### config.mk
export PLATFORM = sky130hd
export DESIGN_NAME = rob_top
export DESIGN_NICKNAME = d
export VERILOG_FILES = /design/src/design/rob_pkg.sv /design/src/design/rob_alloc_if.sv /design/src/design/rob_head_if.sv /design/src/design/rob_alloc.sv /design/src/design/rob_commit.sv /design/src/design/rob_table.sv /design/src/design/rob_top.sv
export SDC_FILE = /design/constraint.sdc
export NUM_CORES = 1
export LEC_CHECK = 0
export BUFFER_PORTS_ARGS = -buffer_cell sky130_fd_sc_hd__buf_2
export CORE_ASPECT_RATIO = 1.1
export CORE_UTILIZATION = 60
export CTS_BUF_LIST = sky130_fd_sc_hd__clkbuf_2 sky130_fd_sc_hd__clkbuf_4 sky130_fd_sc_hd__clkbuf_8
export DETAILED_ROUTE_END_ITERATION = 8
export PLACE_DENSITY = 0.84
export SLEW_MARGIN = 20
export SYNTH_ARGS = -nofsm -noshare
export SYNTH_HDL_FRONTEND = slang
export SYNTH_SLANG_ARGS = --single-unit
### constraint.sdc
create_clock -name clk -period 14.91 [get_ports clk]
set_clock_uncertainty 0.2 [all_clocks]
set_input_delay 3.7275 -clock clk [delete_from_list [all_inputs] [get_ports clk]]
set_output_delay 3.7275 -clock clk [all_outputs]
set_load 0.02 [all_outputs]
### src/design/rob_pkg.sv
package rob_pkg;

    localparam int XLEN  = 32;
    localparam int REG_W = 5;

    // architectural register name
    typedef logic [REG_W-1:0] reg_name_t;

    typedef logic [XLEN-1:0] data_t; // result value
    typedef logic [XLEN-1:0] addr_t; // pc or jump target

    // is_store flag, set only for sb/sh/sw
    localparam logic STORE = 1'b1;

    // branch direction before the unit reports back
    localparam logic NOT_TAKEN = 1'b0;

endpackage

### src/design/rob_alloc_if.sv
interface rob_alloc_if #(
    parameter int ROB_DEPTH = 16
);
    import rob_pkg::*;

    localparam int TAG_W = $clog2(ROB_DEPTH);

    logic             we;          // one pulse per grant
    logic [TAG_W-1:0] tag;
    reg_name_t        rd;
    logic             is_store;
    logic             pred_taken;

    modport src (output we, tag, rd, is_store, pred_taken);
    modport dst (input we, tag, rd, is_store, pred_taken);

endinterface

### src/design/rob_head_if.sv
interface rob_head_if #(
    parameter int ROB_DEPTH = 16
);
    import rob_pkg::*;

    localparam int TAG_W = $clog2(ROB_DEPTH);

    // head entry, from the table
    logic             valid;
    logic             done;
    logic [TAG_W-1:0] tag;
    reg_name_t        rd;
    data_t            data;
    logic             is_store;
    logic             mispredict;
    addr_t            target;

    // decision, from commit
    logic             retire;
    logic             flush;

    // "table" is a keyword, hence tbl
    modport tbl (
        output valid, done, tag, rd, data, is_store, mispredict, target,
        input  retire, flush
    );

    modport commit (
        input  valid, done, tag, rd, data, is_store, mispredict, target,
        output retire, flush
    );

endinterface

### src/design/rob_alloc.sv
module rob_alloc #(
    parameter int ROB_DEPTH = 16
) (
    input  logic                         clk,
    input  logic                         rst,
    input  logic                         alloc_req,
    input  logic                         alloc_is_store,
    input  logic                         alloc_pred_taken,
    input  rob_pkg::reg_name_t           alloc_rd,
    input  logic                         retire,
    input  logic                         flush,
    output logic                         alloc_ok,
    output logic                         full,
    output logic [$clog2(ROB_DEPTH)-1:0] alloc_tag,
    rob_alloc_if.src                     alloc
);

    localparam int TAG_W = $clog2(ROB_DEPTH);
    localparam logic [TAG_W:0] FULL_CNT = (TAG_W+1)'(ROB_DEPTH);

    logic [TAG_W-1:0] tail;
    logic [TAG_W:0]   count;
    logic [TAG_W:0]   count_next;

    // a grant in the flush cycle would be lost anyway
    assign alloc_ok  = alloc_req && !full && !flush;
    assign alloc_tag = tail;

    assign alloc.we         = alloc_ok;
    assign alloc.tag        = tail;
    assign alloc.rd         = alloc_rd;
    assign alloc.is_store   = alloc_is_store;
    assign alloc.pred_taken = alloc_pred_taken;

    always_comb begin
        case ({alloc_ok, retire})
            2'b10:   count_next = count + 1'b1;
            2'b01:   count_next = count - 1'b1;
            default: count_next = count; // none, or grant and retire together
        endcase
    end

    always_ff @(posedge clk) begin
        if (rst || flush) begin
            tail  <= '0;
            count <= '0;
            full  <= 1'b0;
        end else begin
            if (alloc_ok) tail <= tail + 1'b1; // wraps at ROB_DEPTH
            count <= count_next;
            full  <= (count_next == FULL_CNT);
        end
    end

    count_in_range: assert property (@(posedge clk) disable iff (rst)
        count <= FULL_CNT);

    // commit must only see a head that was granted here
    no_retire_when_empty: assert property (@(posedge clk) disable iff (rst)
        retire |-> count != '0);

endmodule

### src/design/rob_commit.sv
module rob_commit #(
    parameter int ROB_DEPTH = 16
) (
    input  logic                         clk,
    input  logic                         rst,
    rob_head_if.commit                   head,
    output logic                         rf_we,
    output rob_pkg::reg_name_t           rf_rd,
    output rob_pkg::data_t               rf_data,
    output logic [$clog2(ROB_DEPTH)-1:0] rf_tag,
    output logic                         store_commit,
    output logic [$clog2(ROB_DEPTH)-1:0] store_tag,
    output logic                         flush,
    output rob_pkg::addr_t               redirect_pc
);
    import rob_pkg::*;

    logic retire_now;
    logic store_now;
    logic flush_now;

    // head finished, retire it this cycle
    assign retire_now = head.valid && head.done;
    assign store_now  = head.is_store == STORE;
    assign flush_now  = retire_now && head.mispredict;

    assign head.retire = retire_now;
    assign head.flush  = flush_now;

    always_ff @(posedge clk) begin
        if (rst) begin
            rf_we        <= 1'b0;
            store_commit <= 1'b0;
            flush        <= 1'b0;
        end else begin
            rf_we        <= retire_now && !store_now;
            store_commit <= retire_now && store_now;
            flush        <= flush_now;
        end
    end

    always_ff @(posedge clk) begin
        if (retire_now) begin
            rf_rd     <= head.rd;
            rf_data   <= head.data;
            rf_tag    <= head.tag;
            store_tag <= head.tag;
        end
        if (flush_now) redirect_pc <= head.target; // held until next mispredict
    end

    one_commit_kind: assert property (@(posedge clk) disable iff (rst)
        !(rf_we && store_commit));

endmodule

### src/design/rob_table.sv
module rob_table #(
    parameter int ROB_DEPTH = 16
) (
    input  logic                         clk,
    input  logic                         rst,
    rob_alloc_if.dst                     alloc,
    input  logic                         ex_valid,
    input  logic [$clog2(ROB_DEPTH)-1:0] ex_tag,
    input  rob_pkg::data_t               ex_data,
    input  logic                         ex_taken,
    input  rob_pkg::addr_t               ex_target,
    rob_head_if.tbl                      head
);
    import rob_pkg::*;

    localparam int TAG_W = $clog2(ROB_DEPTH);

    // per-entry control
    logic [ROB_DEPTH-1:0] valid;
    logic [ROB_DEPTH-1:0] done;

    // per-entry payload
    reg_name_t            rd_q     [ROB_DEPTH];
    data_t                data_q   [ROB_DEPTH];
    addr_t                target_q [ROB_DEPTH];
    logic [ROB_DEPTH-1:0] store_q;
    logic [ROB_DEPTH-1:0] pred_q;
    logic [ROB_DEPTH-1:0] taken_q;

    logic [TAG_W-1:0] head_ptr;

    always_ff @(posedge clk) begin
        if (rst || head.flush) begin
            valid    <= '0;
            done     <= '0;
            head_ptr <= '0;
        end else begin
            if (head.retire) begin
                valid[head_ptr] <= 1'b0;
                done[head_ptr]  <= 1'b0;
                head_ptr        <= head_ptr + 1'b1;
            end
            if (alloc.we) begin
                valid[alloc.tag] <= 1'b1;
                done[alloc.tag]  <= 1'b0;
            end
            if (ex_valid) done[ex_tag] <= 1'b1;
        end
    end

    always_ff @(posedge clk) begin
        if (alloc.we) begin
            rd_q[alloc.tag]    <= alloc.rd;
            store_q[alloc.tag] <= alloc.is_store;
            pred_q[alloc.tag]  <= alloc.pred_taken;
            taken_q[alloc.tag] <= NOT_TAKEN; // until the unit reports
        end
        if (ex_valid) begin
            data_q[ex_tag]   <= ex_data;
            taken_q[ex_tag]  <= ex_taken;
            target_q[ex_tag] <= ex_target;
        end
    end

    assign head.valid      = valid[head_ptr];
    assign head.done       = done[head_ptr];
    assign head.tag        = head_ptr;
    assign head.rd         = rd_q[head_ptr];
    assign head.data       = data_q[head_ptr];
    assign head.is_store   = store_q[head_ptr];
    assign head.target     = target_q[head_ptr];
    assign head.mispredict = pred_q[head_ptr] != taken_q[head_ptr];

    // units only report on live, unfinished tags
    ex_names_live_entry: assert property (@(posedge clk) disable iff (rst)
        ex_valid |-> valid[ex_tag] && !done[ex_tag]);

    // tail from the allocator never laps the head
    alloc_no_overwrite: assert property (@(posedge clk) disable iff (rst)
        alloc.we |-> !valid[alloc.tag]);

endmodule

### src/design/rob_top.sv
module rob_top #(
    parameter int ROB_DEPTH = 16
) (
    input  logic                         clk,
    input  logic                         rst,
    // allocation
    input  logic                         alloc_req,
    input  rob_pkg::reg_name_t           alloc_rd,
    input  logic                         alloc_is_store,
    input  logic                         alloc_pred_taken,
    output logic                         alloc_ok,
    output logic [$clog2(ROB_DEPTH)-1:0] alloc_tag,
    output logic                         full,
    // completion
    input  logic                         ex_valid,
    input  logic [$clog2(ROB_DEPTH)-1:0] ex_tag,
    input  rob_pkg::data_t               ex_data,
    input  logic                         ex_taken,
    input  rob_pkg::addr_t               ex_target,
    // commit
    output logic                         rf_we,
    output rob_pkg::reg_name_t           rf_rd,
    output rob_pkg::data_t               rf_data,
    output logic [$clog2(ROB_DEPTH)-1:0] rf_tag,
    output logic                         store_commit,
    output logic [$clog2(ROB_DEPTH)-1:0] store_tag,
    output logic                         flush,
    output rob_pkg::addr_t               redirect_pc
);

    rob_alloc_if #(.ROB_DEPTH(ROB_DEPTH)) alloc_bus ();
    rob_head_if  #(.ROB_DEPTH(ROB_DEPTH)) head_bus ();

    rob_alloc #(.ROB_DEPTH(ROB_DEPTH)) rob_alloc_inst (
        .clk              (clk),
        .rst              (rst),
        .alloc_req        (alloc_req),
        .alloc_is_store   (alloc_is_store),
        .alloc_pred_taken (alloc_pred_taken),
        .alloc_rd         (alloc_rd),
        .retire           (head_bus.retire),
        .flush            (head_bus.flush), // same-cycle flush, not the registered one
        .alloc_ok         (alloc_ok),
        .full             (full),
        .alloc_tag        (alloc_tag),
        .alloc            (alloc_bus)
    );

    rob_table #(.ROB_DEPTH(ROB_DEPTH)) rob_table_inst (
        .clk       (clk),
        .rst       (rst),
        .alloc     (alloc_bus),
        .ex_valid  (ex_valid),
        .ex_tag    (ex_tag),
        .ex_data   (ex_data),
        .ex_taken  (ex_taken),
        .ex_target (ex_target),
        .head      (head_bus)
    );

    rob_commit #(.ROB_DEPTH(ROB_DEPTH)) rob_commit_inst (
        .clk          (clk),
        .rst          (rst),
        .head         (head_bus),
        .rf_we        (rf_we),
        .rf_rd        (rf_rd),
        .rf_data      (rf_data),
        .rf_tag       (rf_tag),
        .store_commit (store_commit),
        .store_tag    (store_tag),
        .flush        (flush),
        .redirect_pc  (redirect_pc)
    );

endmodule

---- Yosys cells after proc, flatten, opt, wreduce, memory -nomap -nowiden ----
Memories as Yosys holds them, arrays and structs flattened. A register that Yosys moved wholly into a read port is not among the register bits.
Index checks and enable logic that the tools add are counted.
cells by class
  bitwise operators ....................... 8
  $add $sub $neg .......................... 4
  multiplexer cells ....................... 34
  equal/unequal tests ..................... 4
  order comparisons ....................... 6
  reduce and logical (&&, ||, !) cells .... 13
operators with widths
  operator                                              count
  2-to-1 mux 16 bit                                     10
  bitwise AND 16 bit                                    4
  bitwise mux 16 bit                                    3
  NOT 16 bit                                            2
  bitwise OR 16 bit                                     2
  binary-select mux 1 bit (select 4 bit)                5
  < comparator 4 x 5 -> 1 bit (second input constant)   3
  demux 1 bit (select 4 bit)                            3
  >= comparator 4 x 1 -> 1 bit (second input constant)  3
  2-to-1 mux 1 bit                                      12
  one-hot mux 5 bit (2 select lines)                    1
  logical AND 1 bit                                     9
  adder 4 x 1 -> 4 bit (second input constant)          2
  adder 5 x 1 -> 5 bit (second input constant)          1
  == test 5 bit (second input constant)                 1
  subtractor 5 x 1 -> 5 bit (second input constant)     1
  logical NOT 1 bit                                     3
  == test 2 x 1 -> 1 bit (second input constant)        1
  == test 2 bit (second input constant)                 1
  logical OR 1 bit                                      1
  inequality test 1 bit                                 1
word-level totals
  register bits ........................... 101
  output and inout port bits .............. 86
  memories kept ........................... 3
  RAM bits ................................ 1104
memory list
  name                     depth  width  rd ports  clocked after memory_dff  wr ports  RTL line         RTL
  rob_table_inst.data_q    16     32     1         1                         1         rob_table.sv:24  data_t data_q [ROB_DEPTH];
  rob_table_inst.target_q  16     32     1         1                         1         rob_table.sv:25  addr_t target_q [ROB_DEPTH];
  rob_table_inst.rd_q      16     5      1         1                         1         rob_table.sv:23  reg_name_t rd_q [ROB_DEPTH];

---- Depth between registers and ports, before layout ----
Gate-level depths: netlist (run 1).
  depth in word-level cells ............... 13
  depth in mapped cells ................... 19

---- Modules after synthesis ----
Synthesis (run 1) repeated with hierarchy kept, for this count alone.
second synthesis, totals
  cells, all modules ...................... 2033
  area, all modules ....................... 48159.9 µm²
modules (own cells, without submodules)
  module      area an instance (µm²)  sequential area each (µm²)  cells each  instances
  rob_table   45160.8                 35233.8                     1874        1
  rob_commit  2327.2                  2252.2                      85          1
  rob_alloc   671.9                   200.2                       74          1

---- Worst setup path before layout (run 1) ----
Ideal clock, no wire load.
  kind .................................... input to register
  start ................................... in ex_tag[3]
  end ..................................... reg rob_table_inst.taken_q[10]
  stages .................................. 4
  path slack .............................. 5296 ps
  required time ........................... 14623 ps
  path buffers ............................ 0
  arrival time ............................ 9327 ps
  cell sequence ........................... nand3_1 nor3_1 mux2i_1 a21oi_4
between the ends
  longest elaborated chain between the ends .. 6
RTL lines
  what                                                                                                      RTL line         RTL
  start, declared                                                                                           rob_top.sv:16    input logic [$clog2(ROB_DEPTH)-1:0] ex_tag,
  < comparator 4 x 5 -> 1 bit (implied by the code) / >= comparator 4 x 1 -> 1 bit (equally long branches)  rob_table.sv:60  taken_q[ex_tag] <= ex_taken;
  logical AND 1 bit (implied by the code)                                                                   rob_table.sv:60
  2-to-1 mux 1 bit (implied by the code)                                                                    rob_table.sv:60
  demux 1 bit (select 4 bit) (*)                                                                            -
  bitwise mux 16 bit (*)                                                                                    rob_table.sv:60
  2-to-1 mux 16 bit (*)                                                                                     rob_table.sv:58  if (ex_valid) begin
  end signal, assigned by index                                                                             rob_table.sv:60
  end, declared                                                                                             rob_table.sv:28  logic [ROB_DEPTH-1:0] taken_q;
Mark *: on every way between the ends. The rest lies on a longest branch, timed or not.
A chain may end at the register's enable or synchronous reset.

---- Worst setup path in the final report (run 1) ----
  start ................................... reg rob_table_inst.head_ptr[0], in the netlist rob_table_inst.head.tag[0]
  end ..................................... out alloc_ok
between the ends
  longest elaborated chain between the ends .. 6
RTL lines
  what                                                               RTL line                                           RTL
  start, declared                                                    rob_table.sv:30                                    logic [TAG_W-1:0] head_ptr;
  start signal, assigned                                             rob_table.sv:41                                    head_ptr <= head_ptr + 1'b1;
  binary-select mux 1 bit (select 4 bit), on equally long branches   rob_table.sv:72, rob_table.sv:65, rob_table.sv:66
  2-to-1 mux 1 bit, on equally long branches                         rob_table.sv:72, rob_table.sv:65, rob_table.sv:66
  inequality test 1 bit / logical AND 1 bit (equally long branches)  rob_table.sv:72, rob_commit.sv:23
  logical AND 1 bit (*)                                              rob_commit.sv:25                                   assign flush_now = retire_now && head.mispredict;
  logical NOT 1 bit (*)                                              rob_alloc.sv:26                                    assign alloc_ok = alloc_req && !full && !flush;
  logical AND 1 bit (*)                                              rob_alloc.sv:26
  end, declared                                                      rob_top.sv:11                                      output logic alloc_ok,
Mark *: on every way between the ends. The rest lies on a longest branch, timed or not. The select of a mux whose other input is x is not followed.

==> impl_metrics.env, run 1 <==
export IMPL_ys_warn_count=0
export IMPL_hp_class="reg -> reg"
export IMPL_tightest_slew_ns=1.15
export IMPL_cts_resized=0
export IMPL_start_util=0.607
export IMPL_cts_hold_buf=0
export IMPL_first_iter_violations=3050
export IMPL_yosysUniqueCellTypes=45
export IMPL_die_width_um=272
export IMPL_htreeDepth=4
export IMPL_reg2reg_from="rob_table_inst.head.tag[0]$_SDFFE_PP0N_"
export IMPL_grt_pass1_vias=24000
export IMPL_post_dp_hpwl_um=57000
export IMPL_synth_nets=2144
export IMPL_finalSetupTns_ns=0
export IMPL_cts_root_buffer="clkbuf_8"
export IMPL_fin_crit_ns=9.61
export IMPL_die_area_um2=81300
export IMPL_holdCritStartpoint="rob_table_inst.valid[12]$_SDFF_PP0_"
export IMPL_nFillCells=4541
export IMPL_cts_buffers=179
export IMPL_yosysTopAreaCell="edfxtp_1"
export IMPL_setup_violations=0
export IMPL_rsz0062_at_grt="no"
export IMPL_drtAntennaViolNets=0
export IMPL_globalplace_congestion=0.868
export IMPL_grt_ovfl_total=0
export IMPL_synthArstFlopShare=0
export IMPL_core_um2=79200
export IMPL_clock_latency_ns=0.85
export IMPL_ys_seq_area_frac=0.782
export IMPL_fin_crit_sh=0.645
export IMPL_die_h_um=299
export IMPL_wl_per_cell_um=30.7
export IMPL_portBuffers=165
export IMPL_startpoint_type="flip-flop"
export IMPL_whs_endpoint="rob_table_inst.valid[12]$_SDFF_PP0_"
export IMPL_rows=108
export IMPL_grtUsageTotal=0.272
export IMPL_nets=2428
export IMPL_leakage_nw=16.7
export IMPL_clock_sinks=1274
export IMPL_reg2reg_depth=18
export IMPL_synth_area_leaders="edfxtp_1 (75%), mux4_2 (17%), dfxtp_1 (2.7%), nor2_1 (0.55%), clkbuf_1 (0.41%)"
export IMPL_area_growth_pct=11.6
export IMPL_synth_top_flop_cell="edfxtp_1"
export IMPL_grt_max_degree=187
export IMPL_drc_errors=0
export IMPL_num_vias=23100
export IMPL_synthesis_area_um2=48100
export IMPL_fin_total_pwr_mw=6.83
export IMPL_grt_antenna_before_repair=20
export IMPL_crit_path_max_fanout=49
export IMPL_ioPinCount=166
export IMPL_avgSynthCellArea_um2=23.4
export IMPL_routed_wl_um=108000
export IMPL_ir_drop_mv=0.0749
export IMPL_synthCells=2053
export IMPL_clk_path_buf_depth=3
export IMPL_cap_violations=0
export IMPL_synth_edf_count=1209
export IMPL_fin_util=0.678
export IMPL_rrSetupSlack_ns=8.26
export IMPL_firstDrtPassIters=7
export IMPL_yosys_area_top_type_share=0.755
export IMPL_fmaxAchievable_ghz=0.104
export IMPL_grt_pass1_wl_um=157000
export IMPL_hold_violations=0
export IMPL_clkTransAtPathRegs_ns=0.07
export IMPL_cp_required_ns=10.98
export IMPL_outcome="completed"
export IMPL_cts_setup_buffers=0
export IMPL_r2r_end="rob_alloc_inst.full$_SDFF_PP0_"
export IMPL_ys_ff_latch=1274
export IMPL_endpoint_kind="output pin"
export IMPL_path_class="reg -> out"
export IMPL_slew_violations=0
export IMPL_worstHoldPathCells=2
export IMPL_cts_tree="done"
export IMPL_worstPathArrival_ns=5.68
export IMPL_drive_above_1_share=0.355
export IMPL_via_per_inst=6.54
export IMPL_holdWs_ns=0.262
export IMPL_power_density_nw_per_um2=127
export IMPL_slew_limit_headroom=0.230
synth_stat cells, types with 3 or more instances:
cell type	count
mux2i_1	18
nand4_1	5
xnor2_1	6
mux4_2	363
edfxtp_1	1209
xor2_1	5
a21oi_1	34
o21ai_0	3
a21oi_4	9
dfxtp_1	65
inv_1	13
nor3_1	4
nor2b_1	6
clkbuf_1	53
ha_1	11
nand2_1	49
nand3_1	34
nor2_1	71
a31oi_1	13
nand2b_1	5
nor3b_1	4
buf_6	3
buf_2	34
buf_1	4
buf_4	6
registers in the layout, summed over array words and instances (netlist names):
| register | count |
|---|---|
| rob_commit_inst.rf_we | 1 |
| rob_table_inst.done | 16 |
| rob_commit_inst.rf_rd | 5 |
| rob_table_inst.taken_q | 16 |
| rob_alloc_inst.alloc.tag | 4 |
| rob_alloc_inst.full | 1 |
| rob_table_inst.target_q | 512 |
| rob_table_inst.head.tag | 4 |
| rob_commit_inst.redirect_pc | 32 |
| rob_table_inst.valid | 16 |
| rob_commit_inst.rf_tag | 4 |
| rob_alloc_inst.count | 5 |
| rob_table_inst.pred_q | 16 |
| rob_table_inst.data_q | 512 |
| rob_table_inst.store_q | 16 |
| rob_commit_inst.rf_data | 32 |
| rob_commit_inst.store_commit | 1 |
| rob_commit_inst.flush | 1 |
| rob_table_inst.rd_q | 80 |
kinds of logic (layout without fill, tap and decap cells):
kind of cell,count (synthesis),count (layout),share of synthesized area
buf+inv,116,541,0.0113
compound gates,70,70,0.0105
fa+ha+maj,11,11,0.00286
flops,1274,1274,0.782
mux,381,381,0.174
other cells,0,8,0
xor+xnor,11,11,0.00200
simple gates,190,190,0.0179
where the power goes:
part | total (mW) | internal (mW) | switching [mW]
sequential | 4.02 | 3.99 | 0.0276
clock | 2.64 | 1.38 | 1.26
combinational | 0.169 | 0.0566 | 0.112
per-stage QoR:
stage               std cells  instance area [um^2]  setup WS, ns
global route             3527                 53700          4.88
CTS                      3522                 53600          5.16
detailed placement       3200                 50200          6.10
floorplan                2053                 48100          5.30
finish                   3531                 53700          5.30
global placement         3200                 50200          6.20
per-layer routing:
layer  track usage  vias to the layer above  wire (um)
met5             0                        -        121
met4        0.0994                       18       3360
met3        0.0612                      250      10600
met2         0.442                     1515      54800
met1         0.366                    12000      39300
li1              -                     9311          -
cell type report:
type / count / area (um^2) / share of cell area
well taps: 1045 / 1310 / 0.0244
diodes: 8 / 20.0 / 0.000373
flip-flops and latches: 1274 / 37600 / 0.701
clock inverters: 75 / 458 / 0.00853
repair buffers: 204 / 1150 / 0.0214
clock buffers: 247 / 3010 / 0.0561
multi-input cells: 663 / 10000 / 0.187
inverters: 15 / 70.1 / 0.00131
critical path, stage by stage, from the launching register on:
cell     delay [ns]
dfxtp_4        0.79
buf_4          0.68
buf_4          0.86
mux4_2         0.62
a22oi_1        0.15
nand3_1        0.11
xnor2_1        0.54
or2_1          0.18
buf_4          0.39
and2_1         0.21
buf_2          0.16
placed cells by master, fill, tap and decap left out, drive strengths merged, types with 5 or more instances in the layout:
| cell | Yosys | routed |
|---|---|---|
| xor2 | 5 | 5 |
| nand2b | 5 | 5 |
| clkinvlp | 0 | 6 |
| nor2b | 6 | 6 |
| dfxtp | 65 | 65 |
| buf | 48 | 204 |
| clkbuf | 53 | 247 |
| inv | 15 | 15 |
| nor2 | 71 | 71 |
| mux4 | 363 | 363 |
| xnor2 | 6 | 6 |
| mux2i | 18 | 18 |
| diode | 0 | 8 |
| nand4 | 5 | 5 |
| a31oi | 13 | 13 |
| ha | 11 | 11 |
| edfxtp | 1209 | 1209 |
| a21oi | 43 | 43 |
| clkinv | 0 | 65 |
| nand3 | 34 | 34 |
| nand2 | 49 | 49 |
worst max-delay path by stage:
stage               cells past startpoint                                 end                                     from  slack (ns)
floorplan                               4  rob_table_inst.taken_q[10]$_DFF_P_                                ex_tag[3]        5.30
global placement                       10                            alloc_ok  rob_table_inst.head.tag[0]$_SDFFE_PP0N_        6.20
detailed placement                     10                            alloc_ok  rob_table_inst.head.tag[0]$_SDFFE_PP0N_        6.10
CTS                                    10                            alloc_ok  rob_table_inst.head.tag[0]$_SDFFE_PP0N_        5.16
global route                           10                            alloc_ok  rob_table_inst.head.tag[0]$_SDFFE_PP0N_        4.88
finish                                 10                            alloc_ok  rob_table_inst.head.tag[0]$_SDFFE_PP0N_        5.30
(Power assumes the default switching activity.)
==> run 2: changes to the inputs <==
Clock period 14.91 ns to 9.35 ns, I/O delays scaled along.
==> run 2 against run 1 <==
Sequential share of layout area fell by 0.36 points. Routed wire length fell by 0.69%. Final cell count rose by 0.25%. Largest power group unchanged.
==> impl_metrics.env, run 2 (same netlist as run 1, synthesis figures left out) <==
export IMPL_outcome="completed"
export IMPL_whs_endpoint="rob_table_inst.valid[2]$_SDFF_PP0_"
export IMPL_grt_ovfl_total=0
export IMPL_fin_total_pwr_mw=11.1
export IMPL_final_common_cell="edfxtp_1"
export IMPL_htreeDepth=4
export IMPL_cts_hold_buf=0
export IMPL_finalSetupTns_ns=0
export IMPL_power_density_nw_per_um2=206
export IMPL_die_width_um=272
export IMPL_area_growth_pct=12.2
export IMPL_internal_power_mw=8.84
export IMPL_rrSetupSlack_ns=3.67
export IMPL_cts_buffers=181
export IMPL_p_sw_mw=2.28
export IMPL_dpl_cell_area_um2=50200
export IMPL_fin_crit_ns=6.75
export IMPL_layout_common_cells="edfxtp_1 (1,209), mux4_2 (363), clkbuf_8 (186)"
export IMPL_routed_wl_um=107000
export IMPL_grtUsageTotal=0.271
export IMPL_crit_chain="buf_4 > mux4_2 > a22oi_1 > nand3_1 > xnor2_1 > or2_1 > and2_1 > buf_2"
export IMPL_drive_above_1_share=0.358
export IMPL_r2r_end="rob_alloc_inst.full$_SDFF_PP0_"
export IMPL_clock_latency_ns=0.85
export IMPL_reg_top3="rob_table_inst.data_q (512), rob_table_inst.target_q (512), rob_table_inst.rd_q (80)"
export IMPL_reg2reg_depth=17
export IMPL_worstHoldPathCells=2
export IMPL_first_iter_violations=3024
export IMPL_setup_violations=0
export IMPL_num_vias=23100
export IMPL_holdCritStartpoint="rob_table_inst.valid[2]$_SDFF_PP0_"
export IMPL_critPathMaxStageDelay_ns=0.80
export IMPL_ioPinCount=166
export IMPL_leakage_nw=16.9
export IMPL_cts_tree="done"
export IMPL_cap_violations=0
export IMPL_core_um2=79200
export IMPL_cts_setup_buffers=0
export IMPL_p_sw_frac=0.205
export IMPL_seqPwrFrac=0.576
export IMPL_p_clk_frac=0.400
export IMPL_fin_crit_sh=0.722
export IMPL_hp_class="reg -> reg"
export IMPL_slew_violations=0
export IMPL_nets=2431
export IMPL_globalplace_congestion=0.889
export IMPL_die_h_um=299
export IMPL_holdWs_ns=0.262
export IMPL_clkTransAtPathRegs_ns=0.07
export IMPL_tightest_slew_ns=1.15
export IMPL_ir_drop_mv=0.166
export IMPL_rows=108
export IMPL_fmaxAchievable_ghz=0.148
export IMPL_via_per_inst=6.53
export IMPL_critical_path_slowest_cell="buf_4"
export IMPL_nFillCells=4497
export IMPL_clock_sinks=1274
export IMPL_start_util=0.607
export IMPL_reg2reg_from="rob_table_inst.head.tag[1]$_SDFFE_PP0N_"
export IMPL_grt_antenna_before_repair=15
export IMPL_drtAntennaViolNets=0
export IMPL_post_dp_hpwl_um=58200
export IMPL_crit_path_max_fanout=61
export IMPL_cts_resized=0
export IMPL_slew_limit_headroom=0.231
export IMPL_grt_max_degree=127
export IMPL_endpoint_kind="output pin"
export IMPL_worstPathArrival_ns=4.22
export IMPL_firstDrtPassIters=8
export IMPL_grt_pass1_wl_um=157000
export IMPL_rsz0062_at_grt="no"
export IMPL_clk_path_buf_depth=3
export IMPL_wl_per_cell_um=30.4
export IMPL_grt_pass1_vias=24200
export IMPL_path_class="reg -> out"
export IMPL_fin_area_um2=54000
export IMPL_startpoint_type="flip-flop"
export IMPL_die_area_um2=81300
export IMPL_drc_errors=0
export IMPL_pwr_share_comb=0.024
export IMPL_hold_violations=0
export IMPL_cts_root_buffer="clkbuf_8"
export IMPL_cp_required_ns=6.81
export IMPL_portBuffers=165
-- run 2: how the worst max path moves through the flow --
stage                                                 start                            endpoint  slack, ns
floorplan                                         ex_tag[3]  rob_table_inst.taken_q[10]$_DFF_P_       1.13
global placement                                  alloc_req                            alloc_ok       3.48
detailed placement  rob_table_inst.head.tag[1]$_SDFFE_PP0N_                            alloc_ok       3.40
CTS                 rob_table_inst.head.tag[1]$_SDFFE_PP0N_                            alloc_ok       2.48
global route        rob_table_inst.head.tag[1]$_SDFFE_PP0N_                            alloc_ok       2.34
finish              rob_table_inst.head.tag[1]$_SDFFE_PP0N_                            alloc_ok       2.60
-- run 2: layout make-up --
class	count	area, um^2	share of cell area
Multi-Input combinational cell	663	10000	0.186
Inverter	15	70.1	0.00130
Tap cell	1045	1310	0.0242
Clock buffer	242	2980	0.0552
Sequential cell	1274	37600	0.697
Timing Repair Buffer	205	1180	0.0219
Antenna cell	7	17.5	0.000325
Clock inverter	89	739	0.0137
-- run 2: critical path, delay by kind of cell, from the launching register on --
kind            cells  cell delay, ns
compound gates      1            0.20
xor+xnor            1            0.49
simple gates        3            0.51
mux                 1            0.42
buf+inv             2            0.98
flops               1            0.76
-- run 2: per-layer routing --
| metal | vias up | GRT usage | share of wire |
|---|---|---|---|
| met5 | - | 0 | 0.00089 |
| met4 | 16 | 0.111 | 0.036 |
| met3 | 289 | 0.0600 | 0.10 |
| met2 | 1518 | 0.446 | 0.51 |
| met1 | 12000 | 0.354 | 0.35 |
| li1 | 9306 | - | - |
-- run 2: metrics by stage --
step,utilization,setup slack (ns),cells
after detailed placement,0.633,3.40,3200
after CTS,0.680,2.48,3531
after global placement,0.633,3.48,3200
after floorplan,-,1.13,2053
final,0.681,2.60,3540
after global routing,0.681,2.34,3535
-- run 2: power by group through the flow --
stage / clock network, mW / registers [mW] / logic [mW]
after floorplan: 0 / 6.51 / 0.130
after global placement: 0 / 6.51 / 0.244
after detailed placement: 0 / 6.52 / 0.267
after CTS: 4.50 / 6.41 / 0.268
after global routing: 4.74 / 6.41 / 0.285
final: 4.44 / 6.41 / 0.270
